==> config.mk <==
export PLATFORM = sky130hd
export DESIGN_NAME = dcache_req_decode
export DESIGN_NICKNAME = d
export VERILOG_FILES = /design/src/rtl/mem_bus_pkg.sv /design/src/rtl/dcache_pkg.sv /design/src/rtl/dcache_req_decode.sv
export SDC_FILE = /design/constraint.sdc
export NUM_CORES = 1
export LEC_CHECK = 0
export ABC_AREA = 1
export BUFFER_PORTS_ARGS = -buffer_cell sky130_fd_sc_hd__buf_2
export CORE_ASPECT_RATIO = 0.8
export CORE_MARGIN = 2
export CORE_UTILIZATION = 35
export DETAILED_ROUTE_END_ITERATION = 6
export PLACE_DENSITY = 0.86
export SLEW_MARGIN = 20
export SYNTH_ARGS = -nofsm -noshare
export SYNTH_HDL_FRONTEND = slang
export SYNTH_SLANG_ARGS = --single-unit
==> constraint.sdc <==
create_clock -name vclk -period 0.9
set_input_delay 0.18 -clock vclk [all_inputs]
set_output_delay 0.18 -clock vclk [all_outputs]
set_load 0.05 [all_outputs]
==> src/rtl/mem_bus_pkg.sv <==
`default_nettype none

package mem_bus_pkg;

	// ============================================================
	// Bus geometry shared by the CPU port and the memory bus.
	// ============================================================

	localparam int BUS_ADDR_W = 32;
	localparam int BUS_DATA_W = 32;

	// Byte-select bits below the word address.
	localparam int WORD_LSB = 2;

	typedef logic [BUS_ADDR_W-1:0] bus_addr_t;
	typedef logic [BUS_DATA_W-1:0] bus_data_t;

endpackage

`default_nettype wire

==> src/rtl/dcache_pkg.sv <==
`default_nettype none

package dcache_pkg;

	// ============================================================
	// Cache geometry.
	// ============================================================

	// 64 entries keeps random test addresses colliding often.
	localparam int INDEX_W = 6;
	localparam int ENTRIES = 1 << INDEX_W;
	localparam int ENTRY_W = 64;

	// Word address kept in each entry.
	localparam int WORD_ADDR_W = mem_bus_pkg::BUS_ADDR_W - mem_bus_pkg::WORD_LSB;

	typedef logic [INDEX_W-1:0] entry_index_t;

	// ============================================================
	// Line entry layout with the flags in the low bits.
	// ============================================================

	typedef struct packed {
		mem_bus_pkg::bus_data_t data;
		logic [WORD_ADDR_W-1:0] word_addr;
		logic dirty;
		logic valid;
	} line_entry_t;

	// Invalid and clean.
	localparam line_entry_t LINE_CLEARED = '0;

	// Controller states.
	typedef enum logic [3:0] {
		ST_IDLE,
		ST_PASS,
		ST_RD_LOOKUP,
		ST_RD_WB,
		ST_RD_REFILL,
		ST_WR_LOOKUP,
		ST_WR_WB,
		ST_FL_SETUP,
		ST_FL_CHECK,
		ST_FL_WRITE
	} dcache_state_t;

endpackage

`default_nettype wire

==> src/rtl/dcache_req_decode.sv <==
`timescale 1ns/1ps
`default_nettype none

module dcache_req_decode (
	input wire mem_bus_pkg::bus_addr_t i_address,
	input wire dcache_pkg::line_entry_t i_entry,
	output dcache_pkg::entry_index_t o_index,
	output logic o_hit,
	output logic o_victim_dirty,
	output logic o_dirty,
	output mem_bus_pkg::bus_addr_t o_victim_address,
	output mem_bus_pkg::bus_data_t o_victim_data
);

	import mem_bus_pkg::*;
	import dcache_pkg::*;

	logic [WORD_ADDR_W-1:0] req_word;
	logic addr_match;

	// Word address of the request without the byte bits.
	assign req_word = i_address[BUS_ADDR_W-1:WORD_LSB];

	// Low word-address bits pick the entry in the direct-mapped array.
	assign o_index = req_word[INDEX_W-1:0];

	assign addr_match = (i_entry.word_addr == req_word);

	// ============================================================
	// Lookup flags.
	// ============================================================

	assign o_hit = i_entry.valid && addr_match;

	// A dirty entry for another address must go out first.
	assign o_victim_dirty = i_entry.dirty && !addr_match;

	// Raw dirty flag for the flush sweep.
	assign o_dirty = i_entry.dirty;

	// Stored entry rebuilt as a bus transfer.
	assign o_victim_address = {i_entry.word_addr, {WORD_LSB{1'b0}}};
	assign o_victim_data = i_entry.data;

endmodule

`default_nettype wire

==> impl_metrics.env <==
export IMPL_area_growth_pct=17.10
export IMPL_postSynthCellCount=291
export IMPL_dp_cells=381
export IMPL_drt_iter0_drc=22
export IMPL_grt_max_degree=5
export IMPL_layout_commonest_cell="nand2_1"
export IMPL_cp_start_kind="primary input"
export IMPL_overflow=0
export IMPL_path_max_fanout=2
export IMPL_hold_class="in2out"
export IMPL_max_freq_mhz=740.2
export IMPL_dpl_hpwl_um=2553
export IMPL_crit_required_ns=0.72
export IMPL_groute_usage_overall_pct=10.27
export IMPL_diodes=0
export IMPL_viasPerCell=3.788
export IMPL_layout_setup_ws_ns=-0.4509
export IMPL_yosys_warnings=0
export IMPL_core_area_mm2=0.003804
export IMPL_synth_top_family_by_area="buffers and inverters"
export IMPL_synth_cell_types=8
export IMPL_fin_crit_ns=1.351
export IMPL_hold_worst_slack_ns=0.3600
export IMPL_finalHoldViolCount=0
export IMPL_drtPass1Iterations=4
export IMPL_yosysSeqAreaShare_pct=0
export IMPL_syn_area_per_cell_um2=4.803
export IMPL_slew_viol_final=0
export IMPL_final_cell_area_mm2=0.001637
export IMPL_io_buffers=101
export IMPL_holdBufCountCts=0
export IMPL_regArea_um2=0
export IMPL_status="complete, but fails checks"
export IMPL_cp_arrival_ns=1.17
export IMPL_place_area_mm2=0.001490
export IMPL_nClkBuffers=0
export IMPL_p_per_area_mw_per_mm2=600.2
export IMPL_dieArea_mm2=0.004518
export IMPL_peakVddDrop_v=0.0002890
export IMPL_nets=425
export IMPL_yosys_area_share_xor_xnor_pct=4.387
export IMPL_grt_pass1_wl_um=3774
export IMPL_end_kind="primary output"
export IMPL_violations="setup timing"
export IMPL_netlist_area_mm2=0.001398
export IMPL_rsz0062_at_grt="yes"
export IMPL_grt_pass1_vias=1010
export IMPL_synthMuxAreaShare_pct=0
export IMPL_vias=1447
export IMPL_post_synth_and_or_nand_nor_area_fraction_pct=38.94
export IMPL_setup_worst_path_class="in2out"
export IMPL_fillers=438
export IMPL_wirelength_um=2903
export IMPL_ios=169
export IMPL_power_leakage_nw=1.189
export IMPL_nFlopsAndLatches=0
export IMPL_antenna_left=0
export IMPL_wl_per_cell_um=7.599
export IMPL_pre_cts_slack_ns=-0.5684
export IMPL_yosys_area_share_adder_pct=0
export IMPL_fin_cells=382
export IMPL_layout_drive_gt1_share_pct=37.31
export IMPL_gp_congestion=0.6355
export IMPL_placementRows=20
export IMPL_die_w_um=74.65
export IMPL_setup_viol=2
export IMPL_synth_compound_area_share_pct=0
export IMPL_die_h_um=60.52
export IMPL_antenna_found_initial=0
export IMPL_start_util_pct=36.74
export IMPL_finalCritPeriodShare_pct=150.1
export IMPL_layout_common_cells="nand2_1, buf_2, inv_1"
export IMPL_maxCapViolCount=0
export IMPL_drc=0
[worst max-delay path, cell delays in order]
cell and delay (ns):
buf_2 0.10, nor2_1 0.09, nor2_1 0.05, nor2_1 0.13, buf_4 0.12, nand2_1 0.05, nor2_2 0.08, nand2_1 0.06
nor2_2 0.12, nor2_4 0.04, buf_6 0.14
[stage by stage]
step / util (%) / power [mW] / setup TNS, ns
floorplan: - / 1.113 / -0.3313
global placement: 39.18 / 0.9063 / -1.127
detailed placement: 39.18 / 0.9233 / -1.101
CTS: 39.84 / 0.9346 / -0.9640
global route: 43.03 / 1.071 / -1.123
finish: 43.03 / 0.9822 / -0.8890
[routing by layer]
metal  global-route usage, %  up-vias  share of wire (%)
met3                   2.159        0                9.3
met5                       0        -                  0
met2                   19.85       64                 48
li1                        -      810                  -
met4                  0.2551        0                  0
met1                   12.40      573                 43
[area by class of cell]
class / count / area (um^2) / share of cell area, %
timing repair buffer: 106 / 634.4 / 38.76
multi-input combinational: 153 / 678.2 / 41.44
inverter: 68 / 255.2 / 15.60
tap: 55 / 68.82 / 4.205
[what timing repair did]
action | 4_1_cts | 5_1_grt
setup endpoints to repair | 2 | 2
gates resized for setup | 6 | 27
buffers inserted | 0 | 1
pin swaps | 1 | 15
[where the power goes]
group | leakage [nW] | internal (mW) | switching, mW | total, mW
Sequential | 0 | 0 | 0 | 0
Combinational | 1.19 | 0.341 | 0.641 | 0.982
Clock | 0 | 0 | 0 | 0
Total | 1.19 | 0.341 | 0.641 | 0.982
[synthesized netlist by cell type (all sizes together)]
| master | n | area [um^2] |
|---|---|---|
| nand2 | 110 | 412.9 |
| buf | 71 | 533.0 |
| inv | 68 | 255.2 |
| nor2 | 32 | 120.1 |
| xnor2 | 7 | 61.31 |
| conb | 1 | 3.750 |
| nand3 | 1 | 5.000 |
| nand4 | 1 | 6.260 |
[worst paths after layout]
path | startpoint | to | slack, ns | cells after the start
max | i_address[29] | o_victim_dirty | -0.45 | 11
min | i_entry[52] | o_victim_data[20] | 0.36 | 0
[cell families (layout without fill, tap and decap cells)]
logic type,count (synthesis),count (layout)
simple gates,144,144
xor+xnor,7,7
buf+inv,139,174
other cells,1,2
Power figures use the tool's default switching activity.
