**src/rtl/mem_bus_pkg.sv**
```systemverilog
`default_nettype none

package mem_bus_pkg;

	// ============================================================
	// Bus geometry shared by the CPU port and the memory bus.
	// ============================================================

	localparam int BUS_ADDR_W = 32;
	localparam int BUS_DATA_W = 32;

	// Byte-select bits below the word address.
	localparam int WORD_LSB = 2;

	typedef logic [BUS_ADDR_W-1:0] bus_addr_t;
	typedef logic [BUS_DATA_W-1:0] bus_data_t;

endpackage

`default_nettype wire

```
**src/rtl/dcache_pkg.sv**
```systemverilog
`default_nettype none

package dcache_pkg;

	// ============================================================
	// Cache geometry.
	// ============================================================

	// 64 entries keeps random test addresses colliding often.
	localparam int INDEX_W = 6;
	localparam int ENTRIES = 1 << INDEX_W;
	localparam int ENTRY_W = 64;

	// Word address kept in each entry.
	localparam int WORD_ADDR_W = mem_bus_pkg::BUS_ADDR_W - mem_bus_pkg::WORD_LSB;

	typedef logic [INDEX_W-1:0] entry_index_t;

	// ============================================================
	// Line entry layout with the flags in the low bits.
	// ============================================================

	typedef struct packed {
		mem_bus_pkg::bus_data_t data;
		logic [WORD_ADDR_W-1:0] word_addr;
		logic dirty;
		logic valid;
	} line_entry_t;

	// Invalid and clean.
	localparam line_entry_t LINE_CLEARED = '0;

	// Controller states.
	typedef enum logic [3:0] {
		ST_IDLE,
		ST_PASS,
		ST_RD_LOOKUP,
		ST_RD_WB,
		ST_RD_REFILL,
		ST_WR_LOOKUP,
		ST_WR_WB,
		ST_FL_SETUP,
		ST_FL_CHECK,
		ST_FL_WRITE
	} dcache_state_t;

endpackage

`default_nettype wire

```
**src/rtl/dcache_line_ram.sv**
```systemverilog
`timescale 1ns/1ps
`default_nettype none

module dcache_line_ram (
	input wire logic i_clock,
	input wire logic i_arst_n,
	input wire logic i_write,
	input wire dcache_pkg::entry_index_t i_index,
	input wire dcache_pkg::line_entry_t i_entry,
	output dcache_pkg::line_entry_t o_entry,
	output logic o_initialized
);

	import dcache_pkg::*;

	localparam entry_index_t LAST_INDEX = entry_index_t'(ENTRIES - 1);

	logic [ENTRY_W-1:0] mem [ENTRIES];
	entry_index_t clear_index;

	// ============================================================
	// Clearing sweep after reset at one entry per cycle.
	// ============================================================

	always_ff @(posedge i_clock or negedge i_arst_n) begin
		if (!i_arst_n) begin
			clear_index <= '0;
			o_initialized <= 1'b0;
		end else if (!o_initialized) begin
			clear_index <= clear_index + 1'b1;
			if (clear_index == LAST_INDEX) begin
				o_initialized <= 1'b1;
			end
		end
	end

	// Port writes are ignored until the sweep ends.
	always_ff @(posedge i_clock) begin
		if (!o_initialized) begin
			mem[clear_index] <= LINE_CLEARED;
		end else if (i_write) begin
			mem[i_index] <= i_entry;
		end
	end

	// Registered read one cycle behind the index.
	always_ff @(posedge i_clock) begin
		o_entry <= line_entry_t'(mem[i_index]);
	end

	// Once up, the memory stays initialized until the next reset.
	a_init_sticky: assert property (
		@(posedge i_clock) disable iff (!i_arst_n)
		o_initialized |=> o_initialized
	);

endmodule

`default_nettype wire

```
**config.mk**
```make
export PLATFORM = sky130hd
export DESIGN_NAME = dcache_line_ram
export DESIGN_NICKNAME = d
export VERILOG_FILES = /design/src/rtl/mem_bus_pkg.sv /design/src/rtl/dcache_pkg.sv /design/src/rtl/dcache_line_ram.sv
export SDC_FILE = /design/constraint.sdc
export NUM_CORES = 2
export LEC_CHECK = 0
export ABC_AREA = 1
export BUFFER_PORTS_ARGS = -buffer_cell sky130_fd_sc_hd__buf_2
export CAP_MARGIN = 10
export CORE_MARGIN = 10
export CORE_UTILIZATION = 35
export CTS_CLUSTER_DIAMETER = 40
export DETAILED_ROUTE_END_ITERATION = 10
export SYNTH_ARGS = -nofsm -noshare
export SYNTH_HDL_FRONTEND = slang
export SYNTH_SLANG_ARGS = --single-unit
export TNS_END_PERCENT = 5
```
**constraint.sdc**
```tcl
create_clock -name i_clock -period 23 [get_ports i_clock]
set_input_delay 2.3 -clock i_clock [delete_from_list [all_inputs] [get_ports i_clock]]
set_output_delay 2.3 -clock i_clock [all_outputs]
set_load 0.05 [all_outputs]
```
==> results.toml <==
[route]
vias = 112000
viasPerCell = 5.53
drtIter0Drc = 16500
drc = 0
ant_nets = 0
routed_wirelength_um = 542000
drtPass1Iterations = 8
avgRoutedWirePerCell_um = 26.7

[sta]
worst_slack_ns = 15.58
worst_pin_slew_ns = 1.57
setup_viol = 0
period_share = 0.322
min_period_ns = 7.42
rsz0062_at_grt = "false"
fin_tns_setup_ns = 0
clock_skew_ns = 0.0569
slew_headroom = -0.0448
max_freq_mhz = 135
drv_slew = 54
final-hold-violation-count = 0

[critical_path]
end_kind = "register"
reg2reg_to = "mem[20][62]"
path_max_fanout = 84
rr_startpoint = "o_initialized"
reg2reg_setup_slack_ns = 17.57
rr_worst_depth = 6
cp.arrival_ns = 8.26
start_kind = "primary input"
path_class = "primary input to register"
worstPathRequired_ns = 23.84

[power]
leakagePower_nw = 64.3
power.density_nw_per_um2 = 89.2
p_total_mw = 16.9
vdd_drop_max_v = 0.0000707

[logic_synthesis]
yosys_register_bits = 4167
synth_top_area_cell = "edfxtp_1"
ys_seq_area_frac = 0.747
synthTopCellsByArea = "edfxtp_1 (74%), nand3_1 (12%), nand2_1 (10%)"
syn_area_per_cell_um2 = 12.3
yosysWarnings = 0
syn_nets = 13700
postSynthCellCount = 13600
synth_top_area_frac = 0.739
syn_area_um2 = 167000
synth_cell_type_count = 30

[grt]
grt_max_degree = 264
antenna_found_initial = 18
grt_pass1_vias = 104000
overflow = 0
track_usage = 0.206
grt_pass1_wl_um = 767000

[final_layout]
multi_input_area_um2 = 37600
finalNonFillerCells = 20300
area.growth.synth_to_final_pct = 14.1
fillers = 43700
regArea_um2 = 124000
final_area_um2 = 190000
drive_above_1_share = 0.0976
fin_nets = 13700

[cts]
htree_levels = 5
holdBufCountCts = 0
post_cts_buffers = 0
clkLatencyLatePin_ns = 0.98
clk_path_buf_depth = 4
path_clk_slew_ns = 0.06
cts-buffers-inserted = 475
clock-sinks = 4167
clockRootBuffer = "clkbuf_16"
postCtsResizedCells = 0
cts_tree = "done"

[hold_path]
hp-class = "register to register"
hold_path_startpoint = "clear_index[0]"
hold_path_depth = 1
whs_endpoint = "clear_index[0]"

[floorplanning]
chipWidth_um = 710
initial_core_util = 0.351
io_pins = 138
die_area_um2 = 504000
rows = 253
die_h_um = 710
core_um2 = 475000

[run_status]
status = "complete, but fails checks"
violations = "max-slew violations"

[placement]
dpl.cell_count = 19400
post-place-ws_ns = 14.76
dp_hpwl_um = 264000
place_congestion = 0.796
placed_cell_area_um2 = 173000
io_buffers = 137

[flow_run]
maxCapViolations = 0
-- report_power, final --
part	switching [mW]	internal (mW)	leakage [nW]
combinational	0.630	0.227	27.1
clock	3.16	4.68	7.87
sequential	0.0252	8.22	29.3
total	3.82	13.1	64.3
-- placed cells by master, fill, tap and decap left out, types with 2 or more instances in the layout --
| cell | instances |
|---|---|
| o21ai_1 | 2 |
| inv_1 | 73 |
| nand2_1 | 4431 |
| diode_2 | 4 |
| clkinv_2 | 76 |
| clkinv_8 | 6 |
| clkinvlp_4 | 51 |
| buf_12 | 25 |
| buf_4 | 291 |
| nand3_1 | 3847 |
| nor4_2 | 6 |
| clkbuf_1 | 67 |
| nand4_1 | 5 |
| nor3_2 | 2 |
| nand4_2 | 3 |
| bufinv_16 | 69 |
| dfxtp_1 | 64 |
| inv_16 | 3 |
| inv_8 | 11 |
| clkinv_1 | 50 |
| buf_8 | 4 |
| inv_6 | 31 |
| clkbuf_8 | 9 |
| buf_2 | 131 |
| xor2_1 | 4 |
| nor2_4 | 121 |
| edfxtp_1 | 4096 |
| dfrtp_1 | 7 |
| clkinv_16 | 2 |
| nor2_1 | 2 |
| o21ai_2 | 3 |
| clkbuf_16 | 484 |
| clkinv_4 | 35 |
-- logic make-up (layout without fill, tap and decap cells) --
kind of cell / after synthesis / in the layout / share of synthesized area
xor gates and xnor gates: 5 / 5 / 0.000263
and+or+nand+nor: 8421 / 8421 / 0.219
AOI/OAI and AO/OA: 7 / 7 / 0.000346
adders and majority gates: 1 / 1 / 0.0000751
DFF: 4167 / 4167 / 0.747
other: 0 / 4 / 0
buffers and inverters: 984 / 1420 / 0.0328
-- worst max path at each step --
stage / slack [ns] / to / startpoint
after detailed placement: 14.76 / o_entry[0] / i_index[1]
after CTS: 15.77 / o_entry[0] / i_index[1]
after floorplan: 13.20 / mem[40][0] / i_index[0]
final: 15.58 / o_entry[0] / i_index[1]
after global routing: 15.41 / o_entry[50] / i_index[1]
after global placement: 14.72 / o_entry[50] / i_index[1]
-- flip-flops by register name (all words and copies together), names as in the netlist --
name / count
o_entry: 64
o_initialized: 1
mem: 4096
clear_index: 6
-- Yosys cell counts --
cell and number:
dfxtp_1 64, buf_6 79, inv_2 3, o21ai_4 1, xor2_1 4, dfrtp_1 7
buf_8 1, nand4_2 3, edfxtp_1 4096, or2_2 1, inv_4 2, o21ai_1 2
o21ai_0 1, clkbuf_1 134, nor4_1 6, nor2_4 1, nor3_1 3, nand4_1 5
buf_2 484, xnor2_1 1, nand3_1 3847, ha_1 1, buf_1 64, buf_4 141
nor2_1 122, nand2_1 4432, inv_1 75, buf_12 1, o21ai_2 3, nand3_2 1
-- final cells by class --
type                       instances  share of cell area
antenna                            4           0.0000527
clock buffer                     560              0.0657
clock inverter                   328              0.0203
inverter                          80             0.00190
multi-input combinational       8434               0.198
sequential                      4167               0.655
tap                             6247              0.0411
timing repair buffer             452              0.0180
-- critical path, stage by stage --
cell and delay (ns):
buf_8 0.48, buf_4 0.62, buf_4 0.84, buf_4 0.77, buf_4 0.68, buf_4 0.73, buf_4 0.70, nand3_1 0.15
nand3_1 0.12, nand3_1 0.11, nand3_1 0.15, nand2_1 0.10, nand2_1 0.11, nand2_1 0.07
-- metrics by stage --
stage | hold slack, ns | util
final | 0.541 | 0.400
after floorplan | 0.473 | -
after global placement | 0.493 | 0.365
after global routing | 0.573 | 0.400
after detailed placement | 0.501 | 0.365
after CTS | 0.546 | 0.400
-- layer usage --
metal  track usage  vias up  share of wire
met3        0.0362     1054           0.11
met1         0.296    56100           0.40
met4        0.0738       10          0.041
li1              -    48500              -
met5             0        -        0.00012
met2         0.315     6414           0.44
Note: power is estimated with default switching activity, not from simulation.
