$ cat config.mk
export PLATFORM = sky130hd
export DESIGN_NAME = dcache_resp
export DESIGN_NICKNAME = d
export VERILOG_FILES = /design/src/rtl/mem_bus_pkg.sv /design/src/rtl/dcache_resp.sv
export SDC_FILE = /design/constraint.sdc
export NUM_CORES = 1
export LEC_CHECK = 0
export BUFFER_PORTS_ARGS = -buffer_cell sky130_fd_sc_hd__buf_4
export CELL_PAD_IN_SITES_DETAIL_PLACEMENT = 1
export CELL_PAD_IN_SITES_GLOBAL_PLACEMENT = 1
export CORE_MARGIN = 4
export CORE_UTILIZATION = 38
export DETAILED_ROUTE_END_ITERATION = 7
export PLACE_DENSITY_LB_ADDON = 0.1
export REMOVE_ABC_BUFFERS = 1
export SYNTH_ARGS = -nofsm -noshare
export SYNTH_HDL_FRONTEND = slang
export SYNTH_SLANG_ARGS = --single-unit
$ cat constraint.sdc
create_clock -name i_clock -period 2 [get_ports i_clock]
set_input_delay 0 -clock i_clock [delete_from_list [all_inputs] [get_ports i_clock]]
set_output_delay 0 -clock i_clock [all_outputs]
set_load 0.02 [all_outputs]
$ cat src/rtl/mem_bus_pkg.sv
`default_nettype none

package mem_bus_pkg;

	// ============================================================
	// Bus geometry shared by the CPU port and the memory bus.
	// ============================================================

	localparam int BUS_ADDR_W = 32;
	localparam int BUS_DATA_W = 32;

	// Byte-select bits below the word address.
	localparam int WORD_LSB = 2;

	typedef logic [BUS_ADDR_W-1:0] bus_addr_t;
	typedef logic [BUS_DATA_W-1:0] bus_data_t;

endpackage

`default_nettype wire

$ cat src/rtl/dcache_resp.sv
`timescale 1ns/1ps
`default_nettype none

module dcache_resp (
	input wire logic i_clock,
	input wire logic i_arst_n,
	input wire logic i_done_strobe,
	input wire mem_bus_pkg::bus_data_t i_done_data,
	output logic o_ready,
	output mem_bus_pkg::bus_data_t o_rdata
);

	// ============================================================
	// Completion stage toward the CPU.
	// ============================================================

	// One cycle pulse that follows the done strobe.
	always_ff @(posedge i_clock or negedge i_arst_n) begin
		if (!i_arst_n) begin
			o_ready <= 1'b0;
		end else begin
			o_ready <= i_done_strobe;
		end
	end

	// Read data held until the next completion.
	always_ff @(posedge i_clock or negedge i_arst_n) begin
		if (!i_arst_n) begin
			o_rdata <= '0;
		end else if (i_done_strobe) begin
			o_rdata <= i_done_data;
		end
	end

endmodule

`default_nettype wire

==> impl_metrics.csv, run 1 <==
group,metric,value,unit
outcome,outcome,"complete, no violations",
logic_synthesis,yosysSeqAreaShare,60.27,%
logic_synthesis,synth.top_cells.by_area,"dfrtp_1 60%, mux2_4 33%, buf_12 4.4%",
global_route,grtUsageTotal,16.53,%
detailed_routing,vias_per_cell,4.438,
final_layout,diodes,0,
cts,cts.htree.levels,2,
die,dieArea,4630,um2
global_route,grt_pass1_wl,5533,um
detailed_routing,wirelength,3519,um
logic_synthesis,yosysWarningCount,0,
timing,relSlewSlack,61.86,%
timing,max_freq,1.124,GHz
placed_design,io_buffers,67,
final_layout,drive_gt1_share,61.27,%
power_and_ir_drop,leakagePower,0.001132,uW
logic_synthesis,ys_seq_elements,33,
die,rows,21,
cts,cts-buffers-inserted,5,
detailed_routing,firstDrtPassIters,4,
timing,final_hold_viol_count,0,
worst_setup_path,crit_chain,"buf_4",
placed_design,place_congestion,0.5929,
detailed_routing,wl_per_cell,16.07,um
placed_design,hpwl,2029,um
worst_setup_path,crit_family,"flip-flops",
die,initial_core_util,40.11,%
cts,cts_tree,"yes",
logic_synthesis,post_synth_num_cell_types,5,
timing,clock_skew,0,ns
worst_setup_path,worstSetupPathType,"register to primary output",
timing,final.min_clock_period,0.8895,ns
cts,path_clk_slew,0.10,ns
die,die_y,68.05,um
detailed_routing,drc,0,
job,drv_cap,0,
global_route,grt_pass1_vias,1142,
detailed_routing,drtIter0Drc,17,
logic_synthesis,synthCells,69,
worst_setup_path,start_kind,"register",
worst_setup_path,worst-path-buf-inv,1,
timing,rsz0062_at_grt,"no",
power_and_ir_drop,powerDensity,695.0,nW/um2
global_route,grt_max_degree,34,
logic_synthesis,syn_area,1370,um2
worst_setup_path,worstPathMaxFanout,2,
die,io_pins,68,
timing,slew_violations,0,
die,die_x,68.05,um
power_and_ir_drop,irDropWorstVdd,342.7,uV
worst_setup_path,cp_slowest_cell,"dfrtp_1",
die,core,3416,um2
final_layout,synthToLayoutAreaGrowth,63.56,%
final_layout,nets,207,
worst_setup_path,worstSetupEndpointType,"primary output",
hold_path,hp-class,"primary input to register",
timing,period_share,44.47,%
worst_setup_path,required,2.00,ns
timing,whs,0.08188,ns
global_route,grt.overflow.total,0,
logic_synthesis,yosys.area.top_type_share,60.27,%
logic_synthesis,syn_avg_cell_area,19.86,um2
timing,setup_tns,0,ns
cts,numClockSinks,33,
cts,ctsRootBufferMaster,"clkbuf_4",
timing,setup_viol_count_final,0,
detailed_routing,num_vias,972,
logic_synthesis,yosysTopAreaCell,"dfrtp_1",
worst_setup_path,crit_arrival,0.89,ns
global_route,antenna_found_initial,0,
timing,worstMarginPinSlew,0.5721,ns
cts,cts.path.max_buffers,2,
cts,clk_latency,0.32,ns
detailed_routing,drtAntennaViolNets,0,
worst_setup_path,critical_path.max_stage_delay,0.40,ns
power by group:
group	internal, uW	switching, uW	leakage, uW
registers	733	41.0	0.000386
clock network	134	211	0.0000320
logic	258	181	0.000714
total	1120	433	0.00113
state kept, by name (all words and copies together) (netlist names):
signal,flops
o_ready,1
o_rdata,32
layer usage:
layer	vias to the layer above	global-route usage (%)	wire [um]
li1	441	-	-
met1	483	16.74	1222
met2	45	32.61	2033
met3	3	3.941	235
met4	0	5.211	28
met5	-	0	0
layout make-up:
cell class | instances | area (um2)
tap | 46 | 57.56
sequential | 33 | 825.8
clock inverter | 2 | 10.01
multi-input combinational | 32 | 473.0
timing repair buffer | 100 | 833.3
clock buffer | 6 | 41.29
fill | 319 | 1175
per-stage QoR:
step / std cells / setup WS (ns) / area (um2) / utilization [%] / total power, uW
CTS: 219 / 1.085 / 2241 / 65.60 / 1583
detailed placement: 178 / 0.9961 / 1859 / 54.43 / 1172
global route: 219 / 1.054 / 2241 / 65.60 / 1643
floorplan: 65 / 1.165 / 1299 / - / 966.1
finish: 219 / 1.111 / 2241 / 65.60 / 1557
global placement: 178 / 1.005 / 1859 / 54.43 / 1163
layout by cell type, fill, tap and decap left out, drive strengths merged:
master       count
dlygate4sd3     33
clkinv           2
clkbuf           6
mux2            32
buf             67
dfrtp           33
Yosys cell counts:
cell and number:
dfrtp_1 33, mux2_4 30, buf_12 3, mux2_2 2, buf_6 1
path summary, 6_finish.rpt:
| kind | cells after the start | startpoint | slack, ns | endpoint |
|---|---|---|---|---|
| worst max-delay path | 1 | o_rdata[19] | 1.11 | o_rdata[19] |
| worst min-delay path | 1 | i_done_strobe | 0.08 | o_ready |
| worst max register to register | 1 | o_rdata[8] | 1.21 | o_rdata[8] |
| worst min register to register | 1 | o_rdata[14] | 0.52 | o_rdata[14] |
| max in group asynchronous | 2 | i_arst_n | 1.55 | o_rdata[30] |
| min in group asynchronous | 2 | i_arst_n | 0.15 | o_rdata[7] |
logic make-up after synthesis:
| group | share of synthesized area [%] |
|---|---|
| multiplexers | 34.52 |
| buffers and inverters | 5.206 |
| flip-flops | 60.27 |
timing repair:
item / in CTS / in global routing
setup endpoints to repair: 0 / 0
setup buffers: 0 / 0
endpoints found under the hold margin: 65 / 0
resized for setup: 0 / 0
hold buffers: 33 / 0
Power figures use the tool's default switching activity.
==> run 2: changes to the inputs <==
- CORE_UTILIZATION: 38 -> 32
- clock period: 2 -> 0.8 ns (I/O delays scaled with it)
==> run 2 against run 1 <==
Against the previous run: the run now ends with setup timing left; via count grew 0.31%; critical path depth unchanged; count of clock-buffer cells in the layout increased by 1; combinational power rose to 2.8 times the previous value; global-route usage down 1.5 points; clock power grew to 3.5 times the previous value; die area grew 16%; worst setup slack worse by 1.1 ns; cell area up 9.8%; wire length rose by 0.28%; sequential power grew to 2.5 times the previous value; largest cell class unchanged.
==> impl_metrics.csv, run 2 (synthesis results as in run 1) <==
group,metric,value,unit
cts,clk_latency,0.27,ns
global_route,grt_pass1_wl,6030,um
cts,cts.path.max_buffers,2,
worst_setup_path,cp.depth,1,
placed_design,dpl.cell_count,186,
timing,max_freq,1.220,GHz
cts,cts_setup_buffers,0,
final_layout,largest_reg_flops,32,
timing,final_hold_viol_count,0,
worst_setup_path,r2r_start,"o_rdata[22]",
hold_path,min_from,"i_done_strobe",
cts,numClockSinks,33,
worst_setup_path,cp_slowest_cell,"dfrtp_1",
die,die_y,73.43,um
timing,setup_viol_count_final,25,
worst_setup_path,worstSetupEndpointType,"primary output",
worst_setup_path,start_kind,"register",
detailed_routing,drtAntennaViolNets,0,
placed_design,hpwl,2325,um
final_layout,mostFrequentLayoutCell,"buf_4",
global_route,grt_max_degree,34,
global_route,grtUsageTotal,15.07,%
hold_path,hp-class,"primary input to register",
timing,period_share,102.5,%
worst_setup_path,worstPathMaxFanout,2,
placed_design,dp_slack,0.03000,ns
cts,path_clk_slew,0.06,ns
worst_setup_path,critical_path.max_stage_delay,0.40,ns
detailed_routing,firstDrtPassIters,2,
final_layout,final_util,60.62,%
global_route,grt_pass1_vias,1177,
timing,final.min_clock_period,0.8198,ns
timing,slew_violations,0,
die,dieArea,5392,um2
placed_design,io_buffers,67,
cts,cts-buffers-inserted,5,
die,initial_core_util,33.77,%
final_layout,stdcell_count,226,
global_route,antenna_found_initial,0,
final_layout,nets,211,
detailed_routing,drc,0,
placed_design,place_congestion,0.7302,
timing,setup_slack,-0.01980,ns
power_and_ir_drop,leakagePower,0.001214,uW
final_layout,top_register,"o_rdata",
cts,cts_tree,"yes",
power_and_ir_drop,irDropWorstVdd,1364,uV
final_layout,drive_gt1_share,61.93,%
worst_setup_path,worstSetupPathType,"register to primary output",
final_layout,n_fill_cell,377,
worst_setup_path,crit_arrival,0.82,ns
job,drv_cap,0,
cts,cts.htree.levels,2,
worst_setup_path,crit_start,"o_rdata[22]",
worst_setup_path,r2r_cells,1,
worst_setup_path,endpoint,"o_rdata[22]",
worst_setup_path,crit_family,"flip-flops",
die,core,4058,um2
detailed_routing,num_vias,975,
detailed_routing,wirelength,3529,um
detailed_routing,drtIter0Drc,9,
worst_setup_path,crit_chain,"buf_6",
outcome,outcome,"finished, violations left",
worst_setup_path,reg2reg_slack,0,ns
final_layout,synthToLayoutAreaGrowth,79.54,%
timing,worstMarginPinSlew,0.4109,ns
timing,relSlewSlack,72.61,%
timing,rsz0062_at_grt,"yes",
die,io_pins,68,
worst_setup_path,required,0.80,ns
cts,ctsRootBufferMaster,"clkbuf_8",
detailed_routing,vias_per_cell,4.314,
detailed_routing,wl_per_cell,15.62,um
worst_setup_path,worst-path-buf-inv,1,
final_layout,diodes,0,
die,rows,23,
outcome,violations,"setup timing",
global_route,grt.overflow.total,0,
power_and_ir_drop,powerDensity,1795,nW/um2
worst_setup_path,r2r-end,"o_rdata[22]",
timing,clock_skew,0,ns
die,die_x,73.43,um
final_layout,reg_top3,"o_rdata: 32 flops, o_ready: 1 flops",
final_layout,final_cell_mix,"36 x buf_4, 33 x dlygate4sd3_1, 33 x dfrtp_1, 33 x buf_6, 30 x mux2_4",
## run 2: per-layer routing
| metal | GRT usage (%) | part of all wire [%] | wire [um] |
|---|---|---|---|
| met5 | 0 | 0 | 0 |
| met4 | 4.225 | 1.1 | 40 |
| met3 | 6.156 | 8.3 | 294 |
| met2 | 24.73 | 52 | 1830 |
| met1 | 18.24 | 39 | 1363 |
## run 2: final cells by class
| class | count | area, um2 | share of cell area [%] |
|---|---|---|---|
| clock buffers | 7 | 86.33 | 3.510 |
| well taps | 50 | 62.56 | 2.543 |
| repair buffers | 104 | 1012 | 41.15 |
| flip-flops and latches | 33 | 825.8 | 33.57 |
| multi-input cells | 32 | 473.0 | 19.23 |
## run 2: per-stage QoR
stage | setup TNS, ns | total power (uW) | instance area [um2] | hold slack (ns)
finish | -0.2193 | 4416 | 2460 | 0.08499
global route | -1.627 | 4672 | 2460 | 0.07314
CTS | -0.5489 | 4490 | 2456 | 0.07855
detailed placement | 0 | 2973 | 1919 | -0.02709
global placement | 0 | 2944 | 1919 | -0.02980
floorplan | -1.094 | 2415 | 1299 | -0.2956
## run 2: power by group
part	internal (uW)	switching, uW
registers	1840	128
clock network	681	537
logic	770	464
total	3290	1130
## run 2: how the worst min path moves through the flow
| stage | to | slack (ns) | depth (start not counted) |
|---|---|---|---|
| floorplan | o_rdata[0] | -0.30 | 0 |
| global placement | o_rdata[27] | -0.03 | 1 |
| detailed placement | o_rdata[19] | -0.03 | 1 |
| CTS | o_ready | 0.08 | 2 |
| global route | o_ready | 0.07 | 2 |
| finish | o_ready | 0.08 | 2 |
## run 2: timing repair
item,4_1_cts,5_1_grt
hold buffers,33,0
hold endpoints to repair,65,0
endpoints found under the setup margin,32,42
gates cloned,0,0
resized for setup,32,1
