$ cat src/rtl/mem_bus_pkg.sv
`default_nettype none

package mem_bus_pkg;

	// ============================================================
	// Bus geometry shared by the CPU port and the memory bus.
	// ============================================================

	localparam int BUS_ADDR_W = 32;
	localparam int BUS_DATA_W = 32;

	// Byte-select bits below the word address.
	localparam int WORD_LSB = 2;

	typedef logic [BUS_ADDR_W-1:0] bus_addr_t;
	typedef logic [BUS_DATA_W-1:0] bus_data_t;

endpackage

`default_nettype wire

$ cat src/rtl/dcache_pkg.sv
`default_nettype none

package dcache_pkg;

	// ============================================================
	// Cache geometry.
	// ============================================================

	// 64 entries keeps random test addresses colliding often.
	localparam int INDEX_W = 6;
	localparam int ENTRIES = 1 << INDEX_W;
	localparam int ENTRY_W = 64;

	// Word address kept in each entry.
	localparam int WORD_ADDR_W = mem_bus_pkg::BUS_ADDR_W - mem_bus_pkg::WORD_LSB;

	typedef logic [INDEX_W-1:0] entry_index_t;

	// ============================================================
	// Line entry layout with the flags in the low bits.
	// ============================================================

	typedef struct packed {
		mem_bus_pkg::bus_data_t data;
		logic [WORD_ADDR_W-1:0] word_addr;
		logic dirty;
		logic valid;
	} line_entry_t;

	// Invalid and clean.
	localparam line_entry_t LINE_CLEARED = '0;

	// Controller states.
	typedef enum logic [3:0] {
		ST_IDLE,
		ST_PASS,
		ST_RD_LOOKUP,
		ST_RD_WB,
		ST_RD_REFILL,
		ST_WR_LOOKUP,
		ST_WR_WB,
		ST_FL_SETUP,
		ST_FL_CHECK,
		ST_FL_WRITE
	} dcache_state_t;

endpackage

`default_nettype wire

$ cat src/rtl/dcache_ctrl.sv
`timescale 1ns/1ps
`default_nettype none

module dcache_ctrl (
	input wire logic i_clock,
	input wire logic i_arst_n,
	input wire logic i_request,
	input wire logic i_rw,
	input wire logic i_flush,
	input wire logic i_cacheable,
	input wire mem_bus_pkg::bus_addr_t i_address,
	input wire mem_bus_pkg::bus_data_t i_wdata,
	input wire logic i_initialized,
	input wire dcache_pkg::entry_index_t i_index,
	input wire logic i_hit,
	input wire logic i_victim_dirty,
	input wire logic i_dirty,
	input wire mem_bus_pkg::bus_addr_t i_victim_address,
	input wire mem_bus_pkg::bus_data_t i_victim_data,
	input wire logic i_bus_ready,
	input wire mem_bus_pkg::bus_data_t i_bus_rdata,
	output logic o_bus_request,
	output logic o_bus_rw,
	output mem_bus_pkg::bus_addr_t o_bus_address,
	output mem_bus_pkg::bus_data_t o_bus_wdata,
	output logic o_ram_write,
	output dcache_pkg::entry_index_t o_ram_index,
	output dcache_pkg::line_entry_t o_ram_entry,
	output logic o_done_strobe,
	output mem_bus_pkg::bus_data_t o_done_data
);

	import mem_bus_pkg::*;
	import dcache_pkg::*;

	localparam entry_index_t LAST_INDEX = entry_index_t'(ENTRIES - 1);

	dcache_state_t state;
	entry_index_t flush_index;
	logic done_dly;
	logic accept;
	logic flush_step;
	logic [WORD_ADDR_W-1:0] req_word;
	logic [WORD_ADDR_W-1:0] victim_word;

	// The CPU keeps its request up until o_ready, so ignore it while
	// the completion is still travelling through the response stage.
	assign accept = i_request && !o_done_strobe && !done_dly;

	// Current flush entry is finished.
	assign flush_step = (state == ST_FL_CHECK && !i_dirty)
		|| (state == ST_FL_WRITE && i_bus_ready);

	assign req_word = i_address[BUS_ADDR_W-1:WORD_LSB];
	assign victim_word = i_victim_address[BUS_ADDR_W-1:WORD_LSB];

	// ============================================================
	// Sequencer and registered bus outputs.
	// ============================================================

	always_ff @(posedge i_clock or negedge i_arst_n) begin
		if (!i_arst_n) begin
			state <= ST_IDLE;
			flush_index <= '0;
			done_dly <= 1'b0;
			o_bus_request <= 1'b0;
			o_bus_rw <= 1'b0;
			o_bus_address <= '0;
			o_bus_wdata <= '0;
			o_done_strobe <= 1'b0;
			o_done_data <= '0;
		end else begin
			o_done_strobe <= 1'b0;
			done_dly <= o_done_strobe;
			case (state)
				ST_IDLE: begin
					if (accept) begin
						if (i_flush) begin
							if (i_initialized) begin
								flush_index <= '0;
								state <= ST_FL_SETUP;
							end else begin
								// Nothing cached yet.
								o_done_strobe <= 1'b1;
							end
						end else if (i_initialized && i_cacheable) begin
							state <= i_rw ? ST_WR_LOOKUP : ST_RD_LOOKUP;
						end else begin
							o_bus_request <= 1'b1;
							o_bus_rw <= i_rw;
							o_bus_address <= i_address;
							o_bus_wdata <= i_wdata;
							state <= ST_PASS;
						end
					end
				end
				ST_PASS: begin
					if (i_bus_ready) begin
						o_bus_request <= 1'b0;
						o_done_strobe <= 1'b1;
						o_done_data <= i_rw ? i_wdata : i_bus_rdata;
						state <= ST_IDLE;
					end
				end
				ST_RD_LOOKUP: begin
					if (i_hit) begin
						o_done_strobe <= 1'b1;
						o_done_data <= i_victim_data;
						state <= ST_IDLE;
					end else if (i_victim_dirty) begin
						o_bus_request <= 1'b1;
						o_bus_rw <= 1'b1;
						o_bus_address <= i_victim_address;
						o_bus_wdata <= i_victim_data;
						state <= ST_RD_WB;
					end else begin
						o_bus_request <= 1'b1;
						o_bus_rw <= 1'b0;
						o_bus_address <= i_address;
						state <= ST_RD_REFILL;
					end
				end
				// Once the victim is accepted the refill read follows right away.
				ST_RD_WB: begin
					if (i_bus_ready) begin
						o_bus_rw <= 1'b0;
						o_bus_address <= i_address;
						state <= ST_RD_REFILL;
					end
				end
				ST_RD_REFILL: begin
					if (i_bus_ready) begin
						o_bus_request <= 1'b0;
						o_done_strobe <= 1'b1;
						o_done_data <= i_bus_rdata;
						state <= ST_IDLE;
					end
				end
				ST_WR_LOOKUP: begin
					if (i_victim_dirty) begin
						o_bus_request <= 1'b1;
						o_bus_rw <= 1'b1;
						o_bus_address <= i_victim_address;
						o_bus_wdata <= i_victim_data;
						state <= ST_WR_WB;
					end else begin
						o_done_strobe <= 1'b1;
						o_done_data <= i_wdata;
						state <= ST_IDLE;
					end
				end
				ST_WR_WB: begin
					if (i_bus_ready) begin
						o_bus_request <= 1'b0;
						o_done_strobe <= 1'b1;
						o_done_data <= i_wdata;
						state <= ST_IDLE;
					end
				end
				ST_FL_SETUP: begin
					state <= ST_FL_CHECK;
				end
				ST_FL_CHECK: begin
					if (i_dirty) begin
						o_bus_request <= 1'b1;
						o_bus_rw <= 1'b1;
						o_bus_address <= i_victim_address;
						o_bus_wdata <= i_victim_data;
						state <= ST_FL_WRITE;
					end
				end
				ST_FL_WRITE: begin
					if (i_bus_ready) begin
						o_bus_request <= 1'b0;
					end
				end
				default: begin
					state <= ST_IDLE;
				end
			endcase

			// Move the sweep on, or finish after the last entry.
			if (flush_step) begin
				if (flush_index == LAST_INDEX) begin
					o_done_strobe <= 1'b1;
					state <= ST_IDLE;
				end else begin
					flush_index <= flush_index + 1'b1;
					state <= ST_FL_SETUP;
				end
			end
		end
	end

	// ============================================================
	// Line RAM port.
	// ============================================================

	always_comb begin
		o_ram_index = i_index;
		o_ram_write = 1'b0;
		o_ram_entry = LINE_CLEARED;
		case (state)
			ST_RD_REFILL: begin
				o_ram_write = i_bus_ready;
				o_ram_entry = '{data: i_bus_rdata, word_addr: req_word, dirty: 1'b0, valid: 1'b1};
			end
			ST_WR_LOOKUP, ST_WR_WB: begin
				o_ram_write = (state == ST_WR_LOOKUP) ? !i_victim_dirty : i_bus_ready;
				o_ram_entry = '{data: i_wdata, word_addr: req_word, dirty: 1'b1, valid: 1'b1};
			end
			ST_FL_SETUP, ST_FL_CHECK: begin
				o_ram_index = flush_index;
			end
			// A written back entry stays valid and turns clean.
			ST_FL_WRITE: begin
				o_ram_index = flush_index;
				o_ram_write = i_bus_ready;
				o_ram_entry = '{data: i_victim_data, word_addr: victim_word,
					dirty: 1'b0, valid: 1'b1};
			end
			default: begin
				o_ram_write = 1'b0;
			end
		endcase
	end

	// Bus transfer held until accepted.
	a_bus_hold: assert property (
		@(posedge i_clock) disable iff (!i_arst_n)
		(o_bus_request && !i_bus_ready) |=> (o_bus_request && $stable(o_bus_rw)
			&& $stable(o_bus_address) && $stable(o_bus_wdata))
	);

	a_done_pulse: assert property (
		@(posedge i_clock) disable iff (!i_arst_n)
		o_done_strobe |=> !o_done_strobe
	);

endmodule

`default_nettype wire

$ cat config.mk
export PLATFORM = sky130hd
export DESIGN_NAME = dcache_ctrl
export DESIGN_NICKNAME = d
export VERILOG_FILES = /design/src/rtl/mem_bus_pkg.sv /design/src/rtl/dcache_pkg.sv /design/src/rtl/dcache_ctrl.sv
export SDC_FILE = /design/constraint.sdc
export NUM_CORES = 1
export LEC_CHECK = 0
export ABC_AREA = 1
export BUFFER_PORTS_ARGS = -buffer_cell sky130_fd_sc_hd__buf_4
export CAP_MARGIN = 10
export CORE_AREA = 5 5 133 135
export CTS_BUF_LIST = sky130_fd_sc_hd__clkbuf_2
export DETAILED_ROUTE_END_ITERATION = 10
export DIE_AREA = 0 0 138 140
export PLACE_DENSITY = 0.79
export SETUP_SLACK_MARGIN = 0.05
export SYNTH_ARGS = -nofsm -noshare
export SYNTH_HDL_FRONTEND = slang
export SYNTH_SLANG_ARGS = --single-unit
$ cat constraint.sdc
create_clock -name i_clock -period 5.06 [get_ports i_clock]
set_input_delay 0.253 -clock i_clock [delete_from_list [all_inputs] [get_ports i_clock]]
set_output_delay 0.253 -clock i_clock [all_outputs]
set_load 0.05 [all_outputs]
==> results.toml, run 1 <==
[run_status]
status = "finished, final reports clean"

[cts]
clock_path_buffers = 2
clkSlewWorstSetupHoldPaths_ps = 270
cts_tree = "done"
clk_latency_ps = 620
cts_sinks = 110
htreeDepth = 3
cts-buffers-inserted = 9
root_buffer = "clkbuf_2"
cts.repair.resized = 0

[place]
place_congestion = 0.910
dpl_worst_slack_ps = 1800
dp_hpwl_um = 20400
place_area_um2 = 10100
numPortBuffers = 346

[sta]
worst_slack_ps = 1170
report.final.hold_viol_count = 0
tightestPinTransition_ps = 1210
relSlewSlack = 0.190
rsz0062_at_grt = "no"
fin_crit_sh = 0.769
finalClockSkew_ps = 30.0
tns_ps = 0
setup-violations-final = 0
finalCriticalPeriod_ps = 3890
fmax_ghz = 0.257
slew_violations = 0

[cells_and_area]
area_growth_pct = 58.1
multi_input_area_um2 = 4050
num-nets-final = 1834
final_cell_area_um2 = 11800
fin_util = 0.724
num-fill-cells = 1297
drive_above_1_share = 0.236
regArea_um2 = 2750

[power]
p_leak_nw = 6.67
power_density_nw_per_um2 = 697
irDropWorstVdd_mv = 0.484

[synth]
syn-instance-count = 1197
synth_area_leaders = "dfrtp_1 37%, nand2_1 29%, nand3_1 7.6%, o21ai_0 5.4%, inv_1 4.5%"
yosys_register_bits = 110
synth_warnings = 0
ys_types = 30
ys_seq_area_frac = 0.368
syn-num-nets = 1375
synth.top_cell.area_share = 0.368
avgSynthCellArea_um2 = 6.25
syn-cell-area_um2 = 7480
yosysTopAreaCell = "dfrtp_1"

[grt]
antenna_found_initial = 1
grt_max_degree = 67
grt-ovfl-total = 0
grt_usage = 0.316
grt_pass1_vias = 9954
grt_pass1_wl_um = 50300

[critical_path]
critPathKind = "flip-flop to flip-flop"
endpoint = "o_bus_address[31]"
r2r_end = "o_bus_address[31]"
worstReg2RegStart = "state[3]"
crit_path_end_kind = "flip-flop"
critPathRequiredTime_ps = 5620
crit_path_start = "state[3]"
reg2regPathDepth = 11
startpoint_type = "flip-flop"
critPathMaxFanout = 35
ff2ff_setup_slack_ps = 1170
cp.arrival_ps = 4450

[detailed_routing]
via_per_inst = 5.38
remaining_drc_errors = 0
vias = 10125
drt-wirelength-per-cell_um = 17.0
dr.first_iter.drc_count = 1134
firstDrtPassIters = 7
drt_wl_total_um = 31900
ant_nets = 0

[floorplan]
die_area_um2 = 19300
die_w_um = 138
die_y_um = 140
ios = 347
initial_core_util = 0.458
num_rows = 47
coreArea_um2 = 16300

[worst_hold_path]
worstHoldPathType = "input pin to flip-flop"

[job]
maxCapViolations = 0
-- cells in the final DEF (no fill, tap or decap), drive strengths merged --
master       count
nand2          581
buf            354
dlygate4sd3    163
nand3          117
dfrtp          110
inv             97
o21ai           82
nor2            61
a21oi           36
a32o            30
clkbuf          11
clkinv           5
nand4            3
o22ai            3
nor3             2
diode            1
nand3b           1
xor2             1
xnor2            1
a21boi           1
or2              1
ha               1
-- flip-flops by register name (all words and copies together), names as in the netlist --
| name | flops |
|---|---|
| o_bus_address | 32 |
| o_bus_wdata | 32 |
| o_done_data | 32 |
| flush_index | 6 |
| state | 4 |
| done_dly | 1 |
| o_bus_request | 1 |
| o_bus_rw | 1 |
| o_done_strobe | 1 |
-- timing repair --
item                                   CTS  global route
endpoints found under the hold margin  150             0
hold buffers                           163             0
buffers inserted                         0             0
-- metal layers --
metal / wire length [um] / GRT usage / part of all wire / vias up
li1: - / - / - / 4719
met1: 12000 / 0.381 / 0.38 / 4666
met2: 15300 / 0.531 / 0.48 / 623
met3: 2920 / 0.0784 / 0.092 / 117
met4: 1680 / 0.155 / 0.053 / 0
met5: 0 / 0 / 0 / -
-- report_power, final --
| group | internal, mW | leakage, nW | switching [mW] | total [mW] |
|---|---|---|---|---|
| clock | 0.0655 | 0.0588 | 0.292 | 0.358 |
| combinational | 1.93 | 5.24 | 4.37 | 6.29 |
| sequential | 1.32 | 1.37 | 0.277 | 1.59 |
| total | 3.31 | 6.67 | 4.93 | 8.24 |
-- worst min-delay path by stage --
stage | startpoint | end | slack, ps | depth (start not counted)
floorplan | i_arst_n | done_dly | -40 | 0
global placement | i_arst_n | o_done_data[22] | 320 | 1
detailed placement | i_arst_n | o_bus_wdata[22] | 320 | 1
CTS | i_wdata[12] | o_bus_wdata[12] | 2 | 5
global route | i_wdata[12] | o_bus_wdata[12] | 20 | 5
finish | i_wdata[12] | o_bus_wdata[12] | 80 | 5
-- per-stage QoR --
step	cells	hold WS, ps	power (mW)
after detailed placement	1701	317	7.37
after CTS	1880	2.12	8.14
after global placement	1701	318	7.28
after floorplan	1197	-42.6	5.67
final	1882	76.2	8.24
after global routing	1882	18.5	8.76
-- cell families (layout without fill, tap and decap cells) --
kind of cell / Yosys count / after routing / share of synthesized area
AND/OR/NAND/NOR: 766 / 766 / 0.413
buffers and inverters: 166 / 630 / 0.0913
AO/OA/AOI/OAI: 152 / 152 / 0.124
flip-flops: 110 / 110 / 0.368
XOR/XNOR: 2 / 2 / 0.00234
adder cells (fa/ha/maj): 1 / 1 / 0.00167
other: 0 / 1 / 0
-- cells in the mapped netlist, drive strengths merged --
cell	count
a21boi	1
a21oi	36
a32o	30
buf	44
clkbuf	25
clkinv	1
dfrtp	110
ha	1
inv	96
nand2	581
nand3	117
nand3b	1
nand4	3
nor2	61
nor3	2
o21ai	82
o22ai	3
or2	1
xnor2	1
xor2	1
-- area by class of cell --
class	instances	share of cell area
Inverter	97	0.0308
Timing Repair Buffer	517	0.364
Clock inverter	5	0.00212
Multi-Input combinational cell	921	0.342
Sequential cell	110	0.233
Antenna cell	1	0.000212
Clock buffer	11	0.00465
Tap cell	220	0.0233
-- worst max-delay path, stage by stage, from the launching register on --
cell and delay [ps]:
dfrtp_1 430, inv_1 60, nand2_1 120, inv_2 280, nand2_2 230, nand3_2 590
inv_1 1080, nand2_1 130, nand2_1 130, dlygate4sd3_1 570, nand3_1 90, nand2_1 100
No activity file was read; power rests on OpenSTA's default activity.
==> run 2: changes to the inputs <==
- ABC_AREA: 1 -> 0
- CORE_AREA: 5 5 133 135 -> default
- CORE_MARGIN: default -> 5
- CORE_UTILIZATION: default -> 43
- DIE_AREA: 0 0 138 140 -> default
- clock period: 5.06 -> 3.2 ns (I/O delays scaled with it)
==> run 2 against run 1 <==
Against the previous run: utilization rose by 3.9 points; sequential power rose by 63%; flip-flop and latch count did not move; via count fell by 14%; first-iteration DRC count fell by 32%; global-route usage rose by 2.5 points; clock power rose by 98%; count of clock-buffer cells in the layout fell by 1; worst hold slack got worse by 1.6 ps; register-to-register slack got worse by 990 ps; cell area rose by 2.0%; synthesized cell count fell by 38%; critical endpoint is now o_done_data[3]; largest cell class unchanged; highest routed layer unchanged.
==> results.toml, run 2 <==
[job]
maxCapViolations = 0

[floorplan]
num_rows = 46
coreArea_um2 = 15800
die_area_um2 = 18700
initial_core_util = 0.437
die_w_um = 137
ios = 347
die_y_um = 137

[place]
dp_hpwl_um = 18900
numPortBuffers = 346
place_congestion = 0.887
numPlacedInstances = 1262
dpl_worst_slack_ps = 697

[synth]
yosysTopAreaCell = "dfrtp_1"
ys_top_cells_by_count = "176 x nand2_1, 110 x dfrtp_1, 96 x mux2i_1"
syn-cell-area_um2 = 6920
synth_area_leaders = "dfrtp_1 40%, mux2i_1 14%, nand2_1 9.6%, mux2_2 6.5%, o21ai_0 4.4%"
synth.most_common_cell = "nand2_1"
synth_warnings = 0
yosys_register_bits = 110
ys.flop_type = "dfrtp_1"
avgSynthCellArea_um2 = 9.36
syn-num-nets = 917
synth.top_cell.area_share = 0.398
syn-instance-count = 739
ys_types = 58
synth_edf_count = 0
async_reset_ff_frac = 1.00
ys_seq_area_frac = 0.398

[detailed_routing]
top_layer_used = "met4"
wl_met1_um = 11200
wl_met2_um = 16000
firstDrtPassIters = 6
ant_nets = 0
remaining_drc_errors = 0
drt_wl_total_um = 32700
dr.first_iter.drc_count = 768
vias = 8676
drt-wirelength-per-cell_um = 21.7
wl_met3_um = 2960
via_per_inst = 5.78

[cells_and_area]
final_cell_mix = "364 x buf_4, 219 x dlygate4sd3_1, 176 x nand2_1, 106 x dfrtp_1, 96 x mux2i_1"
reg_top3 = "o_bus_address x32, o_bus_wdata x32, o_done_data x32"
num-nets-final = 1456
drive_above_1_share = 0.346
mostFrequentLayoutCell = "buf_4"
fin_cells = 1502
area_growth_pct = 74.5

[power]
swShare = 0.559
power.share.sequential = 0.188
p_switching_mw = 7.70
pwr-share-comb = 0.761
clkPwrFrac = 0.051
irDropWorstVdd_mv = 0.755
internal_power_mw = 6.08
power_density_nw_per_um2 = 1140
total_power_mw = 13.8
p_leak_nw = 6.01

[sta]
tightestPinTransition_ps = 863
setup-violations-final = 0
relSlewSlack = 0.425
worst_slack_ps = 181
finalCriticalPeriod_ps = 3020
fin_crit_sh = 0.943
fmax_ghz = 0.331
rsz0062_at_grt = "no"
finalClockSkew_ps = 35.0
slew_violations = 0
report.final.hold_viol_count = 0
tns_ps = 0

[critical_path]
r2r_end = "o_done_data[3]"
crit_path_end_kind = "flip-flop"
endpoint = "o_done_data[3]"
cp.arrival_ps = 3570
reg2regPathDepth = 7
ff2ff_setup_slack_ps = 180
crit_path_start = "state[1]"
startpoint_type = "flip-flop"
critPathKind = "flip-flop to flip-flop"
critPathMaxFanout = 20
worstReg2RegStart = "state[1]"
critPathRequiredTime_ps = 3750

[cts]
cts_tree = "done"
root_buffer = "clkbuf_2"
cts_sinks = 110
cts-buffers-inserted = 9
clkSlewWorstSetupHoldPaths_ps = 280
clock_path_buffers = 2
htreeDepth = 3
clk_latency_ps = 600

[grt]
antenna_found_initial = 1
grt-ovfl-total = 0
grt_pass1_wl_um = 49800
grt_max_degree = 67
grt_usage = 0.341
grt_pass1_vias = 9324

[worst_hold_path]
worstHoldPathType = "input pin to flip-flop"
holdPathStages = 4
min_from = "i_bus_rdata[2]"

[run_status]
status = "finished, final reports clean"
-- run 2: cell types whose count changed after synthesis, sizes merged, moves of 34 or more --
cell,previous run,this run
inv,96,4
mux2,0,41
nand2,581,176
nand3,117,5
nor2,61,10
o211ai,0,34
mux2i,0,96
-- run 2: cell families (layout without fill, tap and decap cells) --
| kind of cell | Yosys count | count (layout) | synth area share |
|---|---|---|---|
| AOI/OAI and AO/OA | 206 | 206 | 0.207 |
| adders and majority gates | 1 | 1 | 0.00181 |
| muxes | 137 | 137 | 0.206 |
| and+or+nand+nor | 221 | 221 | 0.136 |
| other | 0 | 4 | 0 |
| DFF | 110 | 110 | 0.398 |
| buffers and inverters | 62 | 605 | 0.0488 |
| xor gates and xnor gates | 2 | 2 | 0.00253 |
-- run 2: area by class of cell --
| cell class | instances | area [um2] |
|---|---|---|
| Antenna cell | 4 | 10.0 |
| Clock buffer | 10 | 50.0 |
| Clock inverter | 5 | 75.1 |
| Fill cell | 1001 | 3760 |
| Inverter | 4 | 15.0 |
| Multi-Input combinational cell | 567 | 3900 |
| Sequential cell | 110 | 2760 |
| Tap cell | 216 | 270 |
| Timing Repair Buffer | 586 | 4980 |
-- run 2: repair_timing --
item | CTS | global route
gates resized for setup | 1 | 5
gates cloned | 0 | 0
setup buffers | 0 | 2
endpoints found under the setup margin | 25 | 91
hold buffers | 219 | 0
hold endpoints to repair | 164 | 0
-- run 2: through the flow --
step | hold slack (ps) | utilization | area, um2
after floorplan | -136 | - | 6920
after global placement | 310 | 0.613 | 9710
after detailed placement | 318 | 0.613 | 9710
after CTS | 0.873 | 0.760 | 12000
after global routing | 25.4 | 0.762 | 12100
final | 74.6 | 0.762 | 12100
-- run 2: worst min-delay path by stage --
stage                      endpoint  slack (ps)
finish               o_done_data[2]          70
global route        o_done_data[19]          30
CTS                  o_done_data[2]         0.9
detailed placement  o_done_data[12]         320
global placement    o_done_data[12]         310
floorplan                  done_dly        -140
-- run 2: power by group through the flow --
stage / combinational [mW] / sequential [mW] / clock, mW
2_1_floorplan: 4.44 / 4.59 / 0
3_3_place_gp: 9.17 / 2.54 / 0
3_5_place_dp: 9.29 / 2.56 / 0
4_1_cts: 10.1 / 2.54 / 0.726
5_1_grt: 11.0 / 2.67 / 0.782
6_report: 10.5 / 2.59 / 0.708
-- run 2: worst max-delay path, cell delays in order (launching register included) --
cell and delay (ps):
dfrtp_4 650, nand2b_1 310, a21oi_4 440, a22oi_1 170, dlygate4sd3_1 610, o211ai_1 90, dlygate4sd3_1 570, mux2_2 130
-- run 2: per-layer routing --
layer  vias up  track usage
met5         -            0
met1      4108        0.366
met3       192       0.0868
met4         0        0.234
met2       622        0.588
li1       3754            -
==> run 3: changes to the inputs <==
- CORE_UTILIZATION: 43 -> 40
- PLACE_DENSITY: 0.79 -> 0.74
==> run 3 against run 2 <==
Against the previous run: via count fell by 2.0%; count of clock-buffer cells in the layout did not move; critical path depth rose by 1; clock power fell by 17%; wire length fell by 5.0%; global-route usage fell by 4.1 points; sequential share of layout area fell by 0.14 points; flip-flop and latch count did not move; clock skew rose by 17 ps.
==> results.toml, run 3 (synthesis gave the netlist of run 2 again) <==
[grt]
grt_max_degree = 67
grt_pass1_vias = 8883
antenna_found_initial = 1
grt-ovfl-total = 0
grt_pass1_wl_um = 47800
grt_usage = 0.300

[detailed_routing]
remaining_drc_errors = 0
ant_nets = 0
drt_wl_total_um = 31000
top_layer_used = "met4"
wl_met3_um = 2560
drt-wirelength-per-cell_um = 20.4
via_per_inst = 5.59
dr.first_iter.drc_count = 573
vias = 8499
wl_met1_um = 11500
wl_met2_um = 15200
firstDrtPassIters = 5

[critical_path]
crit_path_end_kind = "flip-flop"
critPathRequiredTime_ps = 3790
cp.arrival_ps = 3650
critPathKind = "flip-flop to flip-flop"
critPathMaxFanout = 20
startpoint_type = "flip-flop"

[sta]
setup-violations-final = 0
fin_crit_sh = 0.956
fmax_ghz = 0.327
finalCriticalPeriod_ps = 3060
tightestPinTransition_ps = 840
rsz0062_at_grt = "no"
relSlewSlack = 0.440
worst_slack_ps = 141
finalClockSkew_ps = 51.7
slew_violations = 0
tns_ps = 0
report.final.hold_viol_count = 0

[cells_and_area]
mostFrequentLayoutCell = "buf_4"
drive_above_1_share = 0.347
final_cell_mix = "368 x buf_4, 226 x dlygate4sd3_1, 176 x nand2_1, 106 x dfrtp_1, 96 x mux2i_1"
area_growth_pct = 75.5
num-nets-final = 1467
reg_top3 = "o_bus_address x32, o_bus_wdata x32, o_done_data x32"

[floorplan]
ios = 347
coreArea_um2 = 17100
die_area_um2 = 20000
num_rows = 48
initial_core_util = 0.404
die_y_um = 141
die_w_um = 141

[worst_hold_path]
worstHoldPathType = "input pin to async pin"

[place]
dpl_worst_slack_ps = 627
numPortBuffers = 346
dp_hpwl_um = 18800
place_congestion = 0.904

[power]
power_density_nw_per_um2 = 1120
p_leak_nw = 6.04
irDropWorstVdd_mv = 0.714

[cts]
clk_latency_ps = 640
root_buffer = "clkbuf_2"
cts_tree = "done"
cts-buffers-inserted = 9
clock_path_buffers = 2
cts_sinks = 110
clkSlewWorstSetupHoldPaths_ps = 330
htreeDepth = 3

[job]
maxCapViolations = 0

[run_status]
status = "finished, final reports clean"
-- run 3: cell types whose count changed in the layout (fill, tap and decap cells not counted), sizes merged --
cell / change
clkinv: +1
buf: +4
dlygate4sd3: +7
diode: -3
clkinvlp: +2
bufinv: -2
-- run 3: final timing paths --
path	start	endpoint	slack, ps	depth (start not counted)
worst max-delay path	state[1]	o_done_data[26]	140	8
worst min-delay path	i_arst_n	o_bus_wdata[14]	90	2
worst max register to register	state[1]	o_done_data[26]	140	8
worst min register to register	o_done_strobe	done_dly	470	0
max in group asynchronous	i_arst_n	o_bus_address[7]	2260	3
min in group i_clock	i_request	o_done_strobe	110	5
-- run 3: metal layers --
layer  vias up  track usage
met5         -            0
met4         0        0.172
met3       116       0.0647
met2       496        0.514
met1      4107        0.346
li1       3780            -
-- run 3: stage by stage --
step | util | std cells | hold slack [ps] | area, um2 | power, mW
after CTS | 0.706 | 1516 | 4.01 | 12100 | 13.3
final | 0.709 | 1520 | 91.2 | 12100 | 13.6
after detailed placement | 0.569 | 1275 | 305 | 9750 | 11.9
after global routing | 0.709 | 1520 | 81.2 | 12100 | 14.3
after global placement | 0.569 | 1275 | 305 | 9750 | 11.8
after floorplan | - | 739 | -136 | 6920 | 9.03
-- run 3: layout make-up --
class,count,area [um2]
tap,225,282
timing repair buffer,597,5080
inverter,4,15.0
clock buffer,10,50.0
multi-input combinational,567,3910
fill,1206,4980
sequential,110,2760
clock inverter,6,38.8
antenna,1,2.50
-- run 3: worst max-delay path: stages, from the launching register on --
cell,delay (ps)
dfrtp_2,650
nand2b_1,350
a21oi_4,110
buf_12,160
a22oi_1,220
dlygate4sd3_1,610
o211ai_1,80
dlygate4sd3_1,590
mux2_2,260
-- run 3: power breakdown --
group	switching, mW	internal, mW
Combinational	6.62	3.84
Clock	0.487	0.100
Sequential	0.488	2.09
Total	7.59	6.03
-- run 3: what timing repair did --
item / CTS / global route
pin swaps: 0 / 1
hold buffers: 225 / 1
resized for setup: 3 / 3
buffers inserted: 0 / 2
endpoints found under the hold margin: 159 / 2
setup endpoints to repair: 3 / 20
